==> src/rtl/lsu_pkg.sv <==
`default_nettype none

package lsu_pkg;

    // Datapath widths
    localparam int WORD_W     = 32;
    localparam int PHYS_REG_W = 6;
    localparam int ROB_PTR_W  = 5;

    // Load queue geometry
    localparam int LQ_DEPTH = 8;
    localparam int LQ_TAG_W = $clog2(LQ_DEPTH);

    // Load size encoding on the issue port
    localparam logic [1:0] LOAD_BYTE = 2'b00;
    localparam logic [1:0] LOAD_HALF = 2'b01;
    localparam logic [1:0] LOAD_WORD = 2'b10;

    // One cache response word, seen three ways
    typedef union packed {
        logic [WORD_W-1:0]  word;
        logic [1:0][15:0]   half;
        logic [3:0][7:0]    bytes;
    } mem_word_u;

endpackage

`default_nettype wire

==> src/rtl/lsu_agen.sv <==
`timescale 1ns/1ps
`default_nettype none

module lsu_agen (
    input  logic                           clk_in,
    input  logic                           rst_N_in,
    input  logic                           flush,

    // Issue side
    input  logic                           insn_valid,
    output logic                           insn_ready,
    input  logic [lsu_pkg::WORD_W-1:0]     base,
    input  logic [lsu_pkg::WORD_W-1:0]     offset,
    input  logic [1:0]                     size,
    input  logic                           is_signed,
    input  logic [lsu_pkg::PHYS_REG_W-1:0] phys_dest,
    input  logic [lsu_pkg::ROB_PTR_W-1:0]  rob_ptr,

    // Toward the load queue
    output logic                           ag_valid,
    input  logic                           ag_ready,
    output logic [lsu_pkg::WORD_W-1:0]     ag_addr,
    output logic [1:0]                     ag_size,
    output logic                           ag_signed,
    output logic [lsu_pkg::PHYS_REG_W-1:0] ag_dest,
    output logic [lsu_pkg::ROB_PTR_W-1:0]  ag_rob_ptr
);

    logic accept;

    // Stage frees up in the same cycle the queue takes its load
    assign insn_ready = !ag_valid || ag_ready;
    assign accept     = insn_valid && insn_ready;

    always_ff @(posedge clk_in or negedge rst_N_in) begin
        if (!rst_N_in) begin
            ag_valid <= 1'b0;
        end else if (flush) begin
            ag_valid <= 1'b0;
        end else if (accept) begin
            ag_valid <= 1'b1;
        end else if (ag_ready) begin
            ag_valid <= 1'b0;
        end
    end

    // Effective address formed on acceptance
    always_ff @(posedge clk_in) begin
        if (accept) begin
            ag_addr    <= base + offset;
            ag_size    <= size;
            ag_signed  <= is_signed;
            ag_dest    <= phys_dest;
            ag_rob_ptr <= rob_ptr;
        end
    end

endmodule

`default_nettype wire

==> src/rtl/lsu_load_queue.sv <==
`timescale 1ns/1ps
`default_nettype none

module lsu_load_queue (
    input  logic                           clk_in,
    input  logic                           rst_N_in,
    input  logic                           flush,

    // From the address stage
    input  logic                           ag_valid,
    output logic                           ag_ready,
    input  logic [lsu_pkg::WORD_W-1:0]     ag_addr,
    input  logic [1:0]                     ag_size,
    input  logic                           ag_signed,
    input  logic [lsu_pkg::PHYS_REG_W-1:0] ag_dest,
    input  logic [lsu_pkg::ROB_PTR_W-1:0]  ag_rob_ptr,

    // Cache request
    output logic                           mem_req_valid,
    input  logic                           mem_req_ready,
    output logic [lsu_pkg::WORD_W-1:0]     mem_req_addr,
    output logic [lsu_pkg::LQ_TAG_W-1:0]   mem_req_tag,

    // Cache response
    input  logic                           mem_resp_valid,
    input  logic [lsu_pkg::LQ_TAG_W-1:0]   mem_resp_tag,
    input  logic [lsu_pkg::WORD_W-1:0]     mem_resp_data,

    // Matched response toward the align stage
    output logic                           hit_valid,
    output logic [lsu_pkg::WORD_W-1:0]     hit_data,
    output logic [1:0]                     hit_offset,
    output logic [1:0]                     hit_size,
    output logic                           hit_signed,
    output logic [lsu_pkg::PHYS_REG_W-1:0] hit_dest,
    output logic [lsu_pkg::ROB_PTR_W-1:0]  hit_rob_ptr
);

    import lsu_pkg::*;

    logic [LQ_DEPTH-1:0]   busy;
    logic [LQ_DEPTH-1:0]   squashed;
    logic [1:0]            ent_offset [LQ_DEPTH];
    logic [1:0]            ent_size   [LQ_DEPTH];
    logic                  ent_signed [LQ_DEPTH];
    logic [PHYS_REG_W-1:0] ent_dest   [LQ_DEPTH];
    logic [ROB_PTR_W-1:0]  ent_rob    [LQ_DEPTH];

    logic                  free_found;
    logic [LQ_TAG_W-1:0]   free_idx;
    logic                  stall_hold;
    logic [LQ_TAG_W-1:0]   stall_tag;
    logic                  alloc;

    // Lowest free slot wins
    always_comb begin
        free_found = 1'b0;
        free_idx   = '0;
        for (int i = LQ_DEPTH - 1; i >= 0; i--) begin
            if (!busy[i]) begin
                free_found = 1'b1;
                free_idx   = LQ_TAG_W'(i);
            end
        end
    end

    assign mem_req_valid = ag_valid && free_found;
    assign ag_ready      = free_found && mem_req_ready;
    assign mem_req_addr  = {ag_addr[WORD_W-1:2], 2'b00};
    // Tag must not move if a lower slot frees during a stall
    assign mem_req_tag   = stall_hold ? stall_tag : free_idx;
    assign alloc         = ag_valid && ag_ready;

    always_ff @(posedge clk_in or negedge rst_N_in) begin
        if (!rst_N_in) begin
            stall_hold <= 1'b0;
        end else begin
            stall_hold <= mem_req_valid && !mem_req_ready && !flush;
        end
    end

    always_ff @(posedge clk_in) begin
        stall_tag <= mem_req_tag;
    end

    always_ff @(posedge clk_in or negedge rst_N_in) begin
        if (!rst_N_in) begin
            busy     <= '0;
            squashed <= '0;
        end else begin
            for (int i = 0; i < LQ_DEPTH; i++) begin
                if (alloc && mem_req_tag == LQ_TAG_W'(i)) begin
                    busy[i]     <= 1'b1;
                    squashed[i] <= flush;
                end else if (mem_resp_valid && mem_resp_tag == LQ_TAG_W'(i)) begin
                    busy[i]     <= 1'b0;
                    squashed[i] <= 1'b0;
                end else if (flush && busy[i]) begin
                    squashed[i] <= 1'b1;
                end
            end
        end
    end

    always_ff @(posedge clk_in) begin
        if (alloc) begin
            ent_offset[mem_req_tag] <= ag_addr[1:0];
            ent_size[mem_req_tag]   <= ag_size;
            ent_signed[mem_req_tag] <= ag_signed;
            ent_dest[mem_req_tag]   <= ag_dest;
            ent_rob[mem_req_tag]    <= ag_rob_ptr;
        end
    end

    // Squashed responses only release their slot
    assign hit_valid   = mem_resp_valid && busy[mem_resp_tag] && !squashed[mem_resp_tag];
    assign hit_data    = mem_resp_data;
    assign hit_offset  = ent_offset[mem_resp_tag];
    assign hit_size    = ent_size[mem_resp_tag];
    assign hit_signed  = ent_signed[mem_resp_tag];
    assign hit_dest    = ent_dest[mem_resp_tag];
    assign hit_rob_ptr = ent_rob[mem_resp_tag];

endmodule

`default_nettype wire

==> src/rtl/lsu_align.sv <==
`timescale 1ns/1ps
`default_nettype none

module lsu_align (
    input  logic                           clk_in,
    input  logic                           rst_N_in,

    // Matched response from the load queue
    input  logic                           hit_valid,
    input  logic [lsu_pkg::WORD_W-1:0]     hit_data,
    input  logic [1:0]                     hit_offset,
    input  logic [1:0]                     hit_size,
    input  logic                           hit_signed,
    input  logic [lsu_pkg::PHYS_REG_W-1:0] hit_dest,
    input  logic [lsu_pkg::ROB_PTR_W-1:0]  hit_rob_ptr,

    // Register file write port
    output logic                           rf_wr_en,
    output logic [lsu_pkg::PHYS_REG_W-1:0] rf_wr_idx,
    output logic [lsu_pkg::WORD_W-1:0]     rf_wr_data,

    // Completion to the reorder buffer
    output logic                           wb_valid,
    output logic [lsu_pkg::ROB_PTR_W-1:0]  wb_rob_ptr
);

    import lsu_pkg::*;

    mem_word_u         resp;
    logic [7:0]        sel_byte;
    logic [15:0]       sel_half;
    logic [WORD_W-1:0] load_val;
    logic              done_q;

    assign resp     = hit_data;
    assign sel_byte = resp.bytes[hit_offset];
    // Halfword ignores address bit 0
    assign sel_half = resp.half[hit_offset[1]];

    always_comb begin
        case (hit_size)
            LOAD_BYTE: load_val = {{(WORD_W-8){hit_signed & sel_byte[7]}}, sel_byte};
            LOAD_HALF: load_val = {{(WORD_W-16){hit_signed & sel_half[15]}}, sel_half};
            default:   load_val = resp.word;
        endcase
    end

    always_ff @(posedge clk_in or negedge rst_N_in) begin
        if (!rst_N_in) begin
            done_q <= 1'b0;
        end else begin
            done_q <= hit_valid;
        end
    end

    always_ff @(posedge clk_in) begin
        if (hit_valid) begin
            rf_wr_idx  <= hit_dest;
            rf_wr_data <= load_val;
            wb_rob_ptr <= hit_rob_ptr;
        end
    end

    // Register write and completion leave together
    assign rf_wr_en = done_q;
    assign wb_valid = done_q;

endmodule

`default_nettype wire

==> src/rtl/lsu_load_pipe.sv <==
`timescale 1ns/1ps
`default_nettype none

module lsu_load_pipe (
    input  logic                           clk_in,
    input  logic                           rst_N_in,
    input  logic                           flush,

    // Issue
    input  logic                           insn_valid,
    output logic                           insn_ready,
    input  logic [lsu_pkg::WORD_W-1:0]     base,
    input  logic [lsu_pkg::WORD_W-1:0]     offset,
    input  logic [1:0]                     size,
    input  logic                           is_signed,
    input  logic [lsu_pkg::PHYS_REG_W-1:0] phys_dest,
    input  logic [lsu_pkg::ROB_PTR_W-1:0]  rob_ptr,

    // Data cache
    output logic                           mem_req_valid,
    input  logic                           mem_req_ready,
    output logic [lsu_pkg::WORD_W-1:0]     mem_req_addr,
    output logic [lsu_pkg::LQ_TAG_W-1:0]   mem_req_tag,
    input  logic                           mem_resp_valid,
    input  logic [lsu_pkg::LQ_TAG_W-1:0]   mem_resp_tag,
    input  logic [lsu_pkg::WORD_W-1:0]     mem_resp_data,

    // Register file and reorder buffer
    output logic                           rf_wr_en,
    output logic [lsu_pkg::PHYS_REG_W-1:0] rf_wr_idx,
    output logic [lsu_pkg::WORD_W-1:0]     rf_wr_data,
    output logic                           wb_valid,
    output logic [lsu_pkg::ROB_PTR_W-1:0]  wb_rob_ptr
);

    import lsu_pkg::*;

    logic                  ag_valid;
    logic                  ag_ready;
    logic [WORD_W-1:0]     ag_addr;
    logic [1:0]            ag_size;
    logic                  ag_signed;
    logic [PHYS_REG_W-1:0] ag_dest;
    logic [ROB_PTR_W-1:0]  ag_rob_ptr;

    logic                  hit_valid;
    logic [WORD_W-1:0]     hit_data;
    logic [1:0]            hit_offset;
    logic [1:0]            hit_size;
    logic                  hit_signed;
    logic [PHYS_REG_W-1:0] hit_dest;
    logic [ROB_PTR_W-1:0]  hit_rob_ptr;

    lsu_agen agen_inst (
        .clk_in, .rst_N_in, .flush,
        .insn_valid, .insn_ready, .base, .offset, .size, .is_signed, .phys_dest, .rob_ptr,
        .ag_valid, .ag_ready, .ag_addr, .ag_size, .ag_signed, .ag_dest, .ag_rob_ptr
    );

    lsu_load_queue load_queue_inst (
        .clk_in, .rst_N_in, .flush,
        .ag_valid, .ag_ready, .ag_addr, .ag_size, .ag_signed, .ag_dest, .ag_rob_ptr,
        .mem_req_valid, .mem_req_ready, .mem_req_addr, .mem_req_tag,
        .mem_resp_valid, .mem_resp_tag, .mem_resp_data,
        .hit_valid, .hit_data, .hit_offset, .hit_size, .hit_signed, .hit_dest, .hit_rob_ptr
    );

    lsu_align align_inst (
        .clk_in, .rst_N_in,
        .hit_valid, .hit_data, .hit_offset, .hit_size, .hit_signed, .hit_dest, .hit_rob_ptr,
        .rf_wr_en, .rf_wr_idx, .rf_wr_data, .wb_valid, .wb_rob_ptr
    );

endmodule

`default_nettype wire

==> config.mk <==
export PLATFORM = sky130hd
export DESIGN_NAME = lsu_load_pipe
export DESIGN_NICKNAME = d
export VERILOG_FILES = /design/src/rtl/lsu_pkg.sv /design/src/rtl/lsu_agen.sv /design/src/rtl/lsu_load_queue.sv /design/src/rtl/lsu_align.sv /design/src/rtl/lsu_load_pipe.sv
export SDC_FILE = /design/constraint.sdc
export NUM_CORES = 1
export LEC_CHECK = 0
export BUFFER_PORTS_ARGS = -buffer_cell sky130_fd_sc_hd__clkbuf_2
export CORE_MARGIN = 2
export CORE_UTILIZATION = 45
export DETAILED_ROUTE_END_ITERATION = 12
export PLACE_DENSITY = 0.68
export SLEW_MARGIN = 20
export SYNTH_ARGS = -nofsm -noshare
export SYNTH_HDL_FRONTEND = slang
export SYNTH_SLANG_ARGS = --single-unit
==> constraint.sdc <==
create_clock -name clk_in -period 3.5 [get_ports clk_in]
set_clock_uncertainty 0.1 [all_clocks]
set_input_delay 0.875 -clock clk_in [delete_from_list [all_inputs] [get_ports clk_in]]
set_output_delay 0.875 -clock clk_in [all_outputs]
set_load 0.02 [all_outputs]
==> results.tsv, run 1 <==
stage	metric	value	unit
outcome	outcome	complete, no violations	
layout	final instance area	13230	um^2
setup_path	R2R depth	6	
timing	relative slew slack	46.89	%
route	Vias	7150	
setup_path	delay-heaviest family, CP	buffers and inverters	
floorplanning	total core area	24320	um^2
place	Placement Cell Area	12440	um^2
global_routing	largest net degree at the start of global routing	37	
clock_network	PostCTS Resize Cnt	0	
floorplanning	I/O pins	201	
route	Routed Antenna Nets	0	
route	WL per Instance	18.25	um
timing	Hold WS	0.2024	ns
clock_network	TritonCTS clock tree	built	
global_routing	initial antenna violation count	0	
timing	min cycle time layout	3.180	ns
timing	Final Hold Vio Count	0	
global_routing	total gr overflow	0	
route	DRT iter0 DRCs	484	
layout	fill cell count	2046	
yosys	synthesized area per cell	14.15	um^2
yosys	sequential area share after synthesis	63.09	%
yosys	number of synthesized flops with an enable pin	217	
clock_network	CTS Root Buffer Type	clkbuf_16	
floorplanning	full die area	26110	um^2
yosys	Seq cells post-synth	239	
yosys	cells after synthesis	790	
yosys	Synth area leader	edfxtp_1	
layout	# diodes	0	
clock_network	H-tree depth	1	
setup_path	critical-path cell list	nand2b_1 -> a21oi_1 -> o21ai_0 -> a31o_2 -> clkinv_1 -> clkbuf_2	
clock_network	clock tree buffer depth	3	
global_routing	gr usage total	18.57	%
layout	area grow syn2layout	18.37	%
route	vias per inst	5.396	
yosys	most common library cells after synthesis	217 x edfxtp_1, 96 x nand2_1, 36 x nor2_1	
layout	Util after Layout	54.40	%
place	dpl cells	1279	
floorplanning	Die H	161.6	um
yosys	Synth cell types	71	
setup_path	Critical Path AT	2.21	ns
setup_path	CP Data Required Time	2.52	ns
clock_network	clock latency at the later pin of the worst-skew pair	0.52	ns
power	maximum vdd drop	330.0	uV
setup_path	slowest CP cell	dfrtp_1	
floorplanning	Cell Rows	57	
setup_path	CP Max Fanout	10	
power	Leak Pwr	0.005122	uW
power	post-layout power	7171	uW
hold_path	Hold Path Class	in2async	
layout	layout cells sized above 1	32.47	%
layout	# nets final	1133	
yosys	cell with the most instances after synthesis	edfxtp_1	
clock_network	Post-CTS Setup Inserts	0	
route	DRC	0	
timing	setup violators final	0	
setup_path	critical path depth	6	
layout	final instance count without filler cells	1325	
clock_network	# hold bufs at CTS	0	
timing	RSZ-0062 raised after global routing	no	
floorplanning	starting density of the core	45.96	%
clock_network	clock sinks	239	
route	DRT Wirelength	24180	um
job	max-cap check violation count	0	
global_routing	first-pass GRT wire length	37980	um
clock_network	CTS buffer count	25	
timing	part of the cycle the worst path needs	90.87	%
yosys	post-synthesis instance area	11180	um^2
floorplanning	Die X	161.6	um
clock_network	CTS clk-pin slew, worst paths	0.06	ns
setup_path	Bufs and invs on worst path	2	
setup_path	CP Class	reg2out	
setup_path	critical path's largest stage delay	0.41	ns
yosys	post-synthesis async set-or-reset flop share	7.950	%
yosys	Ys Warns	0	
route	Pre-Repair DR Iteration Count	5	
yosys	Synth area leaders	edfxtp_1 58%, mux4_2 6.6%, dfrtp_1 4.3%	
timing	Final Slew Violations	0	
setup_path	crit end category	output pin	
timing	Worst-Margin Slew	0.7864	ns
yosys	top-area cell type share of the netlist area	58.30	%
place	routability congestion estimate	0.8476	
power	pwr dens	542.0	nW/um^2
yosys	Synth Flop Type	edfxtp_1	
global_routing	vias in the first global route	7130	
timing	achievable frequency	314.4	MHz
place	IO Port Bufs	198	
setup_path	CP startpoint kind	register	
place	final HPWL from detailed placement	16650	um
[path summary, 6_finish.rpt]
path	slack, ns	endpoint	startpoint
setup / recovery	0.32	mem_req_tag[0]	load_queue_inst.busy[7]
hold / removal	0.20	load_queue_inst.busy[0]	rst_N_in
setup reg to reg	0.86	load_queue_inst.ent_offset[6][0]	load_queue_inst.busy[6]
hold reg to reg	0.42	load_queue_inst.stall_tag[2]	load_queue_inst.stall_tag[2]
max in group asynchronous	2.77	load_queue_inst.squashed[7]	rst_N_in
min in group clk_in	0.42	load_queue_inst.stall_tag[2]	load_queue_inst.stall_tag[2]
[cell type report]
cell class                 count  area [um^2]  share of cell area (%)
sequential                   239         7052                   53.30
multi-input combinational    470         3669                   27.73
timing repair buffer         227         1246                   9.419
clock buffer                  30        644.4                   4.870
tap                          324        405.4                   3.064
clock inverter                16        142.6                   1.078
inverter                      19        71.32                  0.5391
[registers in the layout (all words and copies together), names as in the netlist]
register,flops
agen_inst.ag_addr,32
agen_inst.ag_dest,6
agen_inst.ag_rob_ptr,5
agen_inst.ag_signed,1
agen_inst.ag_size,2
agen_inst.ag_valid,1
align_inst.rf_wr_data,32
align_inst.rf_wr_en,1
align_inst.rf_wr_idx,6
align_inst.wb_rob_ptr,5
load_queue_inst.busy,8
load_queue_inst.ent_dest,48
load_queue_inst.ent_offset,16
load_queue_inst.ent_rob,40
load_queue_inst.ent_signed,8
load_queue_inst.ent_size,16
load_queue_inst.squashed,8
load_queue_inst.stall_hold,1
load_queue_inst.stall_tag,3
[where the power goes]
group	switching [uW]	internal [uW]	total [uW]
clock	1070	1470	2530
sequential	107	3380	3480
combinational	708	449	1160
[cells by family (layout without fill, tap and decap cells)]
logic type,count (synthesis),after routing,share of synthesized area (%)
xor+xnor,26,26,2.037
mux,59,59,9.370
other cells,1,2,0.03355
simple gates,200,200,8.161
fa+ha+maj,32,32,3.649
buf+inv,82,292,4.142
flops,239,239,63.09
compound gates,151,151,9.516
[per-layer routing]
layer | up-vias | wire, um | GRT usage (%)
met5 | - | 0 | 0
met1 | 3470 | 10550 | 25.02
li1 | 3406 | - | -
met3 | 36 | 1655 | 3.467
met4 | 0 | 488 | 4.951
met2 | 238 | 11490 | 31.18
[metrics by stage]
step	TNS [ns]	setup WS [ns]
finish	0	0.3197
floorplan	0	0.2105
detailed placement	-0.1643	-0.08656
global placement	-0.06980	-0.04787
global route	0	0.1364
CTS	0	0.3231
[layout by cell type (no fill, tap or decap), types with 17 or more instances in the layout]
master / count
a21oi_1: 31
buf_4: 26
o21ai_0: 21
nand2_1: 96
clkbuf_2: 198
nor2_1: 36
edfxtp_1: 217
inv_1: 17
ha_1: 31
dfrtp_1: 19
clkbuf_16: 25
mux4_2: 33
Power figures use the tool's default switching activity.
==> inputs of run 2 (changes only) <==
CORE_UTILIZATION = 39   (was 45)
PLACE_DENSITY = 0.6   (was 0.68)
RECOVER_POWER = 25   (was default)
==> run 2 against run 1 <==
Clock power is 9.9% higher. Wire length is 3.3% higher. Via count is 0.55% lower. Combinational power hardly changed.
==> results.tsv, run 2 (synthesis gave the netlist of run 1 again) <==
stage	metric	value	unit
layout	# diodes	0	
timing	Worst-Margin Slew	1.116	ns
timing	setup violators final	0	
floorplanning	Die H	173.3	um
clock_network	Post-CTS Setup Inserts	0	
floorplanning	starting density of the core	39.90	%
place	dpl cells	1335	
setup_path	slowest CP cell	dfrtp_1	
layout	commonest non-fill, non-tap cell in the layout	edfxtp_1	
route	DRT iter0 DRCs	400	
power	maximum vdd drop	374.3	uV
floorplanning	Cell Rows	61	
power	Leak Pwr	0.005171	uW
clock_network	CTS clk-pin slew, worst paths	0.06	ns
global_routing	initial antenna violation count	1	
layout	top flop regs	load_queue_inst.ent_dest (48), load_queue_inst.ent_rob (40)	
global_routing	Top Usage Layer GRT	met2	
setup_path	CP Data Required Time	2.52	ns
setup_path	CP Max Fanout	10	
clock_network	CTS buffer count	27	
floorplanning	full die area	30030	um^2
layout	# nets final	1137	
power	pwr dens	553.8	nW/um^2
global_routing	largest net degree at the start of global routing	47	
route	vias per inst	5.134	
timing	setup_tns	0	ns
floorplanning	I/O pins	201	
global_routing	met1 Use GR	22.97	%
global_routing	total gr overflow	0	
job	max-cap check violation count	0	
route	DRT Wirelength	24990	um
layout	layout cells sized above 1	32.77	%
global_routing	gr usage total	16.37	%
clock_network	# hold bufs at CTS	0	
clock_network	CTS Root Buffer Type	clkbuf_16	
layout	most frequent cells in the layout	217 x edfxtp_1, 194 x clkbuf_2, 96 x nand2_1, 36 x nor2_1, 33 x mux4_2	
timing	achievable frequency	315.1	MHz
route	Vias	7111	
setup_path	crit end category	output pin	
layout	register area	7052	um^2
layout	final instance count without filler cells	1385	
layout	Util after Layout	47.78	%
floorplanning	total core area	28010	um^2
timing	min cycle time layout	3.174	ns
global_routing	met3 Use GR	3.596	%
timing	part of the cycle the worst path needs	90.67	%
place	final HPWL from detailed placement	17370	um
clock_network	H-tree depth	1	
clock_network	TritonCTS clock tree	built	
clock_network	clock tree buffer depth	3	
clock_network	PostCTS Resize Cnt	0	
route	DRC	0	
global_routing	met2 global-route usage	26.20	%
setup_path	CP Class	reg2out	
place	IO Port Bufs	198	
setup_path	critical path's largest stage delay	0.44	ns
hold_path	Hold Path Class	reg2reg	
timing	RSZ-0062 raised after global routing	no	
setup_path	CP startpoint kind	register	
clock_network	clock sinks	239	
route	Pre-Repair DR Iteration Count	5	
layout	multi-input logic area	3669	um^2
layout	final instance area	13380	um^2
timing	Final Slew Violations	0	
route	WL per Instance	18.04	um
layout	largest register by flop count	load_queue_inst.ent_dest	
place	Placement Cell Area	12510	um^2
global_routing	first-pass GRT wire length	38960	um
outcome	outcome	complete, no violations	
place	routability congestion estimate	0.8259	
clock_network	clock latency at the later pin of the worst-skew pair	0.53	ns
layout	area grow syn2layout	19.75	%
layout	fill cell count	2485	
layout	Largest register FFs	48	
timing	Final Hold Vio Count	0	
timing	relative slew slack	25.59	%
global_routing	vias in the first global route	7127	
setup_path	Critical Path AT	2.20	ns
setup_path	critical-path cell list	nand2b_1 -> a21oi_1 -> o21ai_0 -> a31o_2 -> clkinv_1 -> clkbuf_2	
setup_path	delay-heaviest family, CP	buffers and inverters	
setup_path	Bufs and invs on worst path	2	
route	Routed Antenna Nets	0	
floorplanning	Die X	173.3	um
-- run 2: cell count changes in the layout (fill, tap and decap cells not counted), sizes merged --
cell	change
clkinv	+2
bufinv	+1
inv	+1
buf	+2
-- run 2: where the power goes --
| group | leakage, uW | internal [uW] | switching, uW |
|---|---|---|---|
| clock | 0.000426 | 1640 | 1140 |
| sequential | 0.00226 | 3380 | 107 |
| combinational | 0.00249 | 445 | 707 |
| total | 0.00517 | 5460 | 1950 |
-- run 2: worst paths after layout --
kind	depth (start not counted)	end	slack, ns	startpoint
worst max-delay path	6	mem_req_tag[0]	0.33	load_queue_inst.busy[7]
worst min register to register	2	load_queue_inst.stall_tag[2]	0.39	load_queue_inst.stall_tag[2]
max in group asynchronous	1	load_queue_inst.busy[0]	2.19	rst_N_in
worst max register to register	6	load_queue_inst.ent_rob[3][1]	0.57	load_queue_inst.busy[7]
worst min-delay path	2	load_queue_inst.stall_tag[2]	0.39	load_queue_inst.stall_tag[2]
min in group asynchronous	1	agen_inst.ag_valid	0.44	rst_N_in
-- run 2: area by class of cell --
class / instances / share of cell area, %
clock buffer: 30 / 5.132
timing repair buffer: 229 / 9.292
multi-input combinational: 470 / 27.41
clock inverter: 20 / 1.412
sequential: 239 / 52.69
tap: 378 / 3.534
inverter: 19 / 0.5329
-- run 2: metrics by stage --
step | setup WS (ns) | total power, uW | hold slack, ns
2_1_floorplan | 0.2105 | 4345 | 0.4065
3_3_place_gp | 0.06598 | 4691 | 0.3807
3_5_place_dp | 0.007291 | 4700 | 0.3852
4_1_cts | 0.3160 | 7497 | 0.2000
5_1_grt | 0.1062 | 7735 | 0.3931
6_report | 0.3265 | 7412 | 0.3927
-- run 2: metal layers --
layer  part of all wire, %  up-vias
met2                    46      240
li1                      -     3420
met3                   7.0       25
met4                   1.2        2
met5                 0.044        -
met1                    45     3424
-- run 2: worst register-to-register path: stages (launching register included) --
cell and delay, ns:
dfrtp_1 0.44, nand2_1 0.09, a31oi_1 0.08, o41ai_1 0.72, nand2_1 0.31, nor2_1 0.56, buf_4 0.33
==> inputs of run 3 (changes only) <==
CELL_PAD_IN_SITES_DETAIL_PLACEMENT = 1   (was default)
CELL_PAD_IN_SITES_GLOBAL_PLACEMENT = 1   (was default)
CORE_MARGIN = default   (was 2)
PLACE_DENSITY = 0.71   (was 0.6)
SKIP_LAST_GASP = 1   (was default)
==> run 3 against run 2 <==
Via count rose by 2.3%. Count of clock-buffer cells in the layout rose by 3. Maximum frequency rose by 1.2%. Largest power group unchanged.
==> results.tsv, run 3 (synthesis gave the netlist of run 1 again) <==
stage	metric	value	unit
outcome	outcome	complete, no violations	
timing	min cycle time layout	3.136	ns
setup_path	crit end category	output pin	
clock_network	CTS Root Buffer Type	clkbuf_16	
floorplanning	Cell Rows	61	
layout	top flop regs	load_queue_inst.ent_dest (48), load_queue_inst.ent_rob (40)	
setup_path	CP Max Fanout	10	
route	Pre-Repair DR Iteration Count	5	
global_routing	gr usage total	18.75	%
setup_path	Bufs and invs on worst path	2	
setup_path	critical path's largest stage delay	0.42	ns
layout	layout cells sized above 1	32.50	%
floorplanning	Die H	171.3	um
setup_path	CP Class	reg2out	
route	DRC	0	
layout	largest register by flop count	load_queue_inst.ent_dest	
power	Sw Ratio	26.26	%
clock_network	CTS buffer count	28	
power	Comb power frac	15.5	%
hold_path	Hold Path Class	in2reg	
global_routing	initial antenna violation count	0	
timing	part of the cycle the worst path needs	89.60	%
setup_path	Critical Path AT	2.16	ns
setup_path	slowest CP cell	dfrtp_1	
clock_network	clock sinks	239	
route	DRT Wirelength	27530	um
layout	fill cell count	2896	
global_routing	total gr overflow	0	
timing	Final Hold Vio Count	0	
route	vias per inst	5.270	
global_routing	largest net degree at the start of global routing	47	
global_routing	first-pass GRT wire length	41770	um
route	DRT iter0 DRCs	403	
route	Routed Antenna Nets	0	
place	final HPWL from detailed placement	19190	um
timing	setup_tns	0	ns
place	IO Port Bufs	198	
floorplanning	total core area	28010	um^2
timing	RSZ-0062 raised after global routing	no	
setup_path	critical-path cell list	nand2b_1 -> a21oi_1 -> o21ai_0 -> a31o_2 -> clkinv_1 -> clkbuf_2	
layout	commonest non-fill, non-tap cell in the layout	edfxtp_1	
route	Vias	7278	
layout	area grow syn2layout	20.13	%
route	WL per Instance	19.93	um
layout	most frequent cells in the layout	217 x edfxtp_1, 196 x clkbuf_2, 96 x nand2_1, 36 x nor2_1, 33 x mux4_2	
timing	Final Slew Violations	0	
power	Internal	5589	uW
clock_network	clock latency at the later pin of the worst-skew pair	0.54	ns
setup_path	CP Data Required Time	2.52	ns
global_routing	vias in the first global route	7467	
place	routability congestion estimate	0.8007	
layout	Util after Layout	47.93	%
clock_network	TritonCTS clock tree	built	
floorplanning	starting density of the core	39.90	%
floorplanning	I/O pins	201	
clock_network	H-tree depth	1	
setup_path	CP startpoint kind	register	
timing	achievable frequency	318.9	MHz
clock_network	clock tree buffer depth	3	
power	Clk network pwr share	38.4	%
layout	# diodes	0	
clock_network	CTS clk-pin slew, worst paths	0.06	ns
layout	Largest register FFs	48	
job	max-cap check violation count	0	
timing	setup violators final	0	
power	Switch Pwr	1991	uW
power	Leak Pwr	0.005174	uW
power	Seq pwr share	46.0	%
power	pwr dens	564.5	nW/um^2
timing	Worst-Margin Slew	1.126	ns
floorplanning	Die X	171.3	um
floorplanning	full die area	29340	um^2
clock_network	# hold bufs at CTS	0	
timing	relative slew slack	24.94	%
setup_path	delay-heaviest family, CP	buffers and inverters	
clock_network	PostCTS Resize Cnt	0	
layout	# nets final	1134	
clock_network	Post-CTS Setup Inserts	0	
power	maximum vdd drop	321.7	uV
-- run 3: layout make-up --
| cell class | count | area (um^2) | share of cell area (%) |
|---|---|---|---|
| clock inverter | 17 | 201.4 | 1.500 |
| inverter | 19 | 71.32 | 0.5312 |
| sequential | 239 | 7052 | 52.52 |
| tap | 378 | 473.0 | 3.523 |
| clock buffer | 33 | 719.4 | 5.358 |
| timing repair buffer | 225 | 1241 | 9.244 |
| multi-input combinational | 470 | 3669 | 27.32 |
-- run 3: per-layer routing --
metal / vias up / wire [um] / global-route usage [%]
li1: 3406 / - / -
met1: 3623 / 12200 / 25.02
met4: 0 / 382 / 4.348
met3: 25 / 1599 / 3.175
met2: 224 / 13350 / 31.90
met5: - / 0 / 0
-- run 3: worst paths after layout --
kind                       cells after the start                       endpoint  slack, ns                          from
max                                            6                 mem_req_tag[0]       0.36       load_queue_inst.busy[7]
min                                            1        agen_inst.ag_rob_ptr[0]       0.41                    rob_ptr[0]
max reg2reg                                    6  load_queue_inst.ent_rob[7][1]       0.94       load_queue_inst.busy[6]
min reg2reg                                    2   load_queue_inst.stall_tag[2]       0.44  load_queue_inst.stall_tag[2]
max in group asynchronous                      1        load_queue_inst.busy[6]       2.19                      rst_N_in
min in group asynchronous                      1     load_queue_inst.stall_hold       0.43                      rst_N_in
-- run 3: power by group through the flow --
stage / clock network (uW) / registers [uW] / logic [uW]
2_1_floorplan: 0 / 3540 / 802
3_3_place_gp: 0 / 3540 / 1160
3_5_place_dp: 0 / 3550 / 1190
4_1_cts: 2970 / 3490 / 1200
5_1_grt: 3070 / 3510 / 1300
6_report: 2910 / 3490 / 1180
-- run 3: stage by stage --
stage	area [um^2]	std cells	hold WS, ns	setup slack (ns)	total power, uW
floorplan	11180	791	0.4065	0.2105	4345
global placement	12510	1331	0.3811	0.08611	4702
detailed placement	12510	1331	0.4246	0.02356	4738
CTS	13430	1381	0.2018	0.3172	7662
global route	13430	1381	0.3910	0.1976	7878
finish	13430	1381	0.4096	0.3639	7580
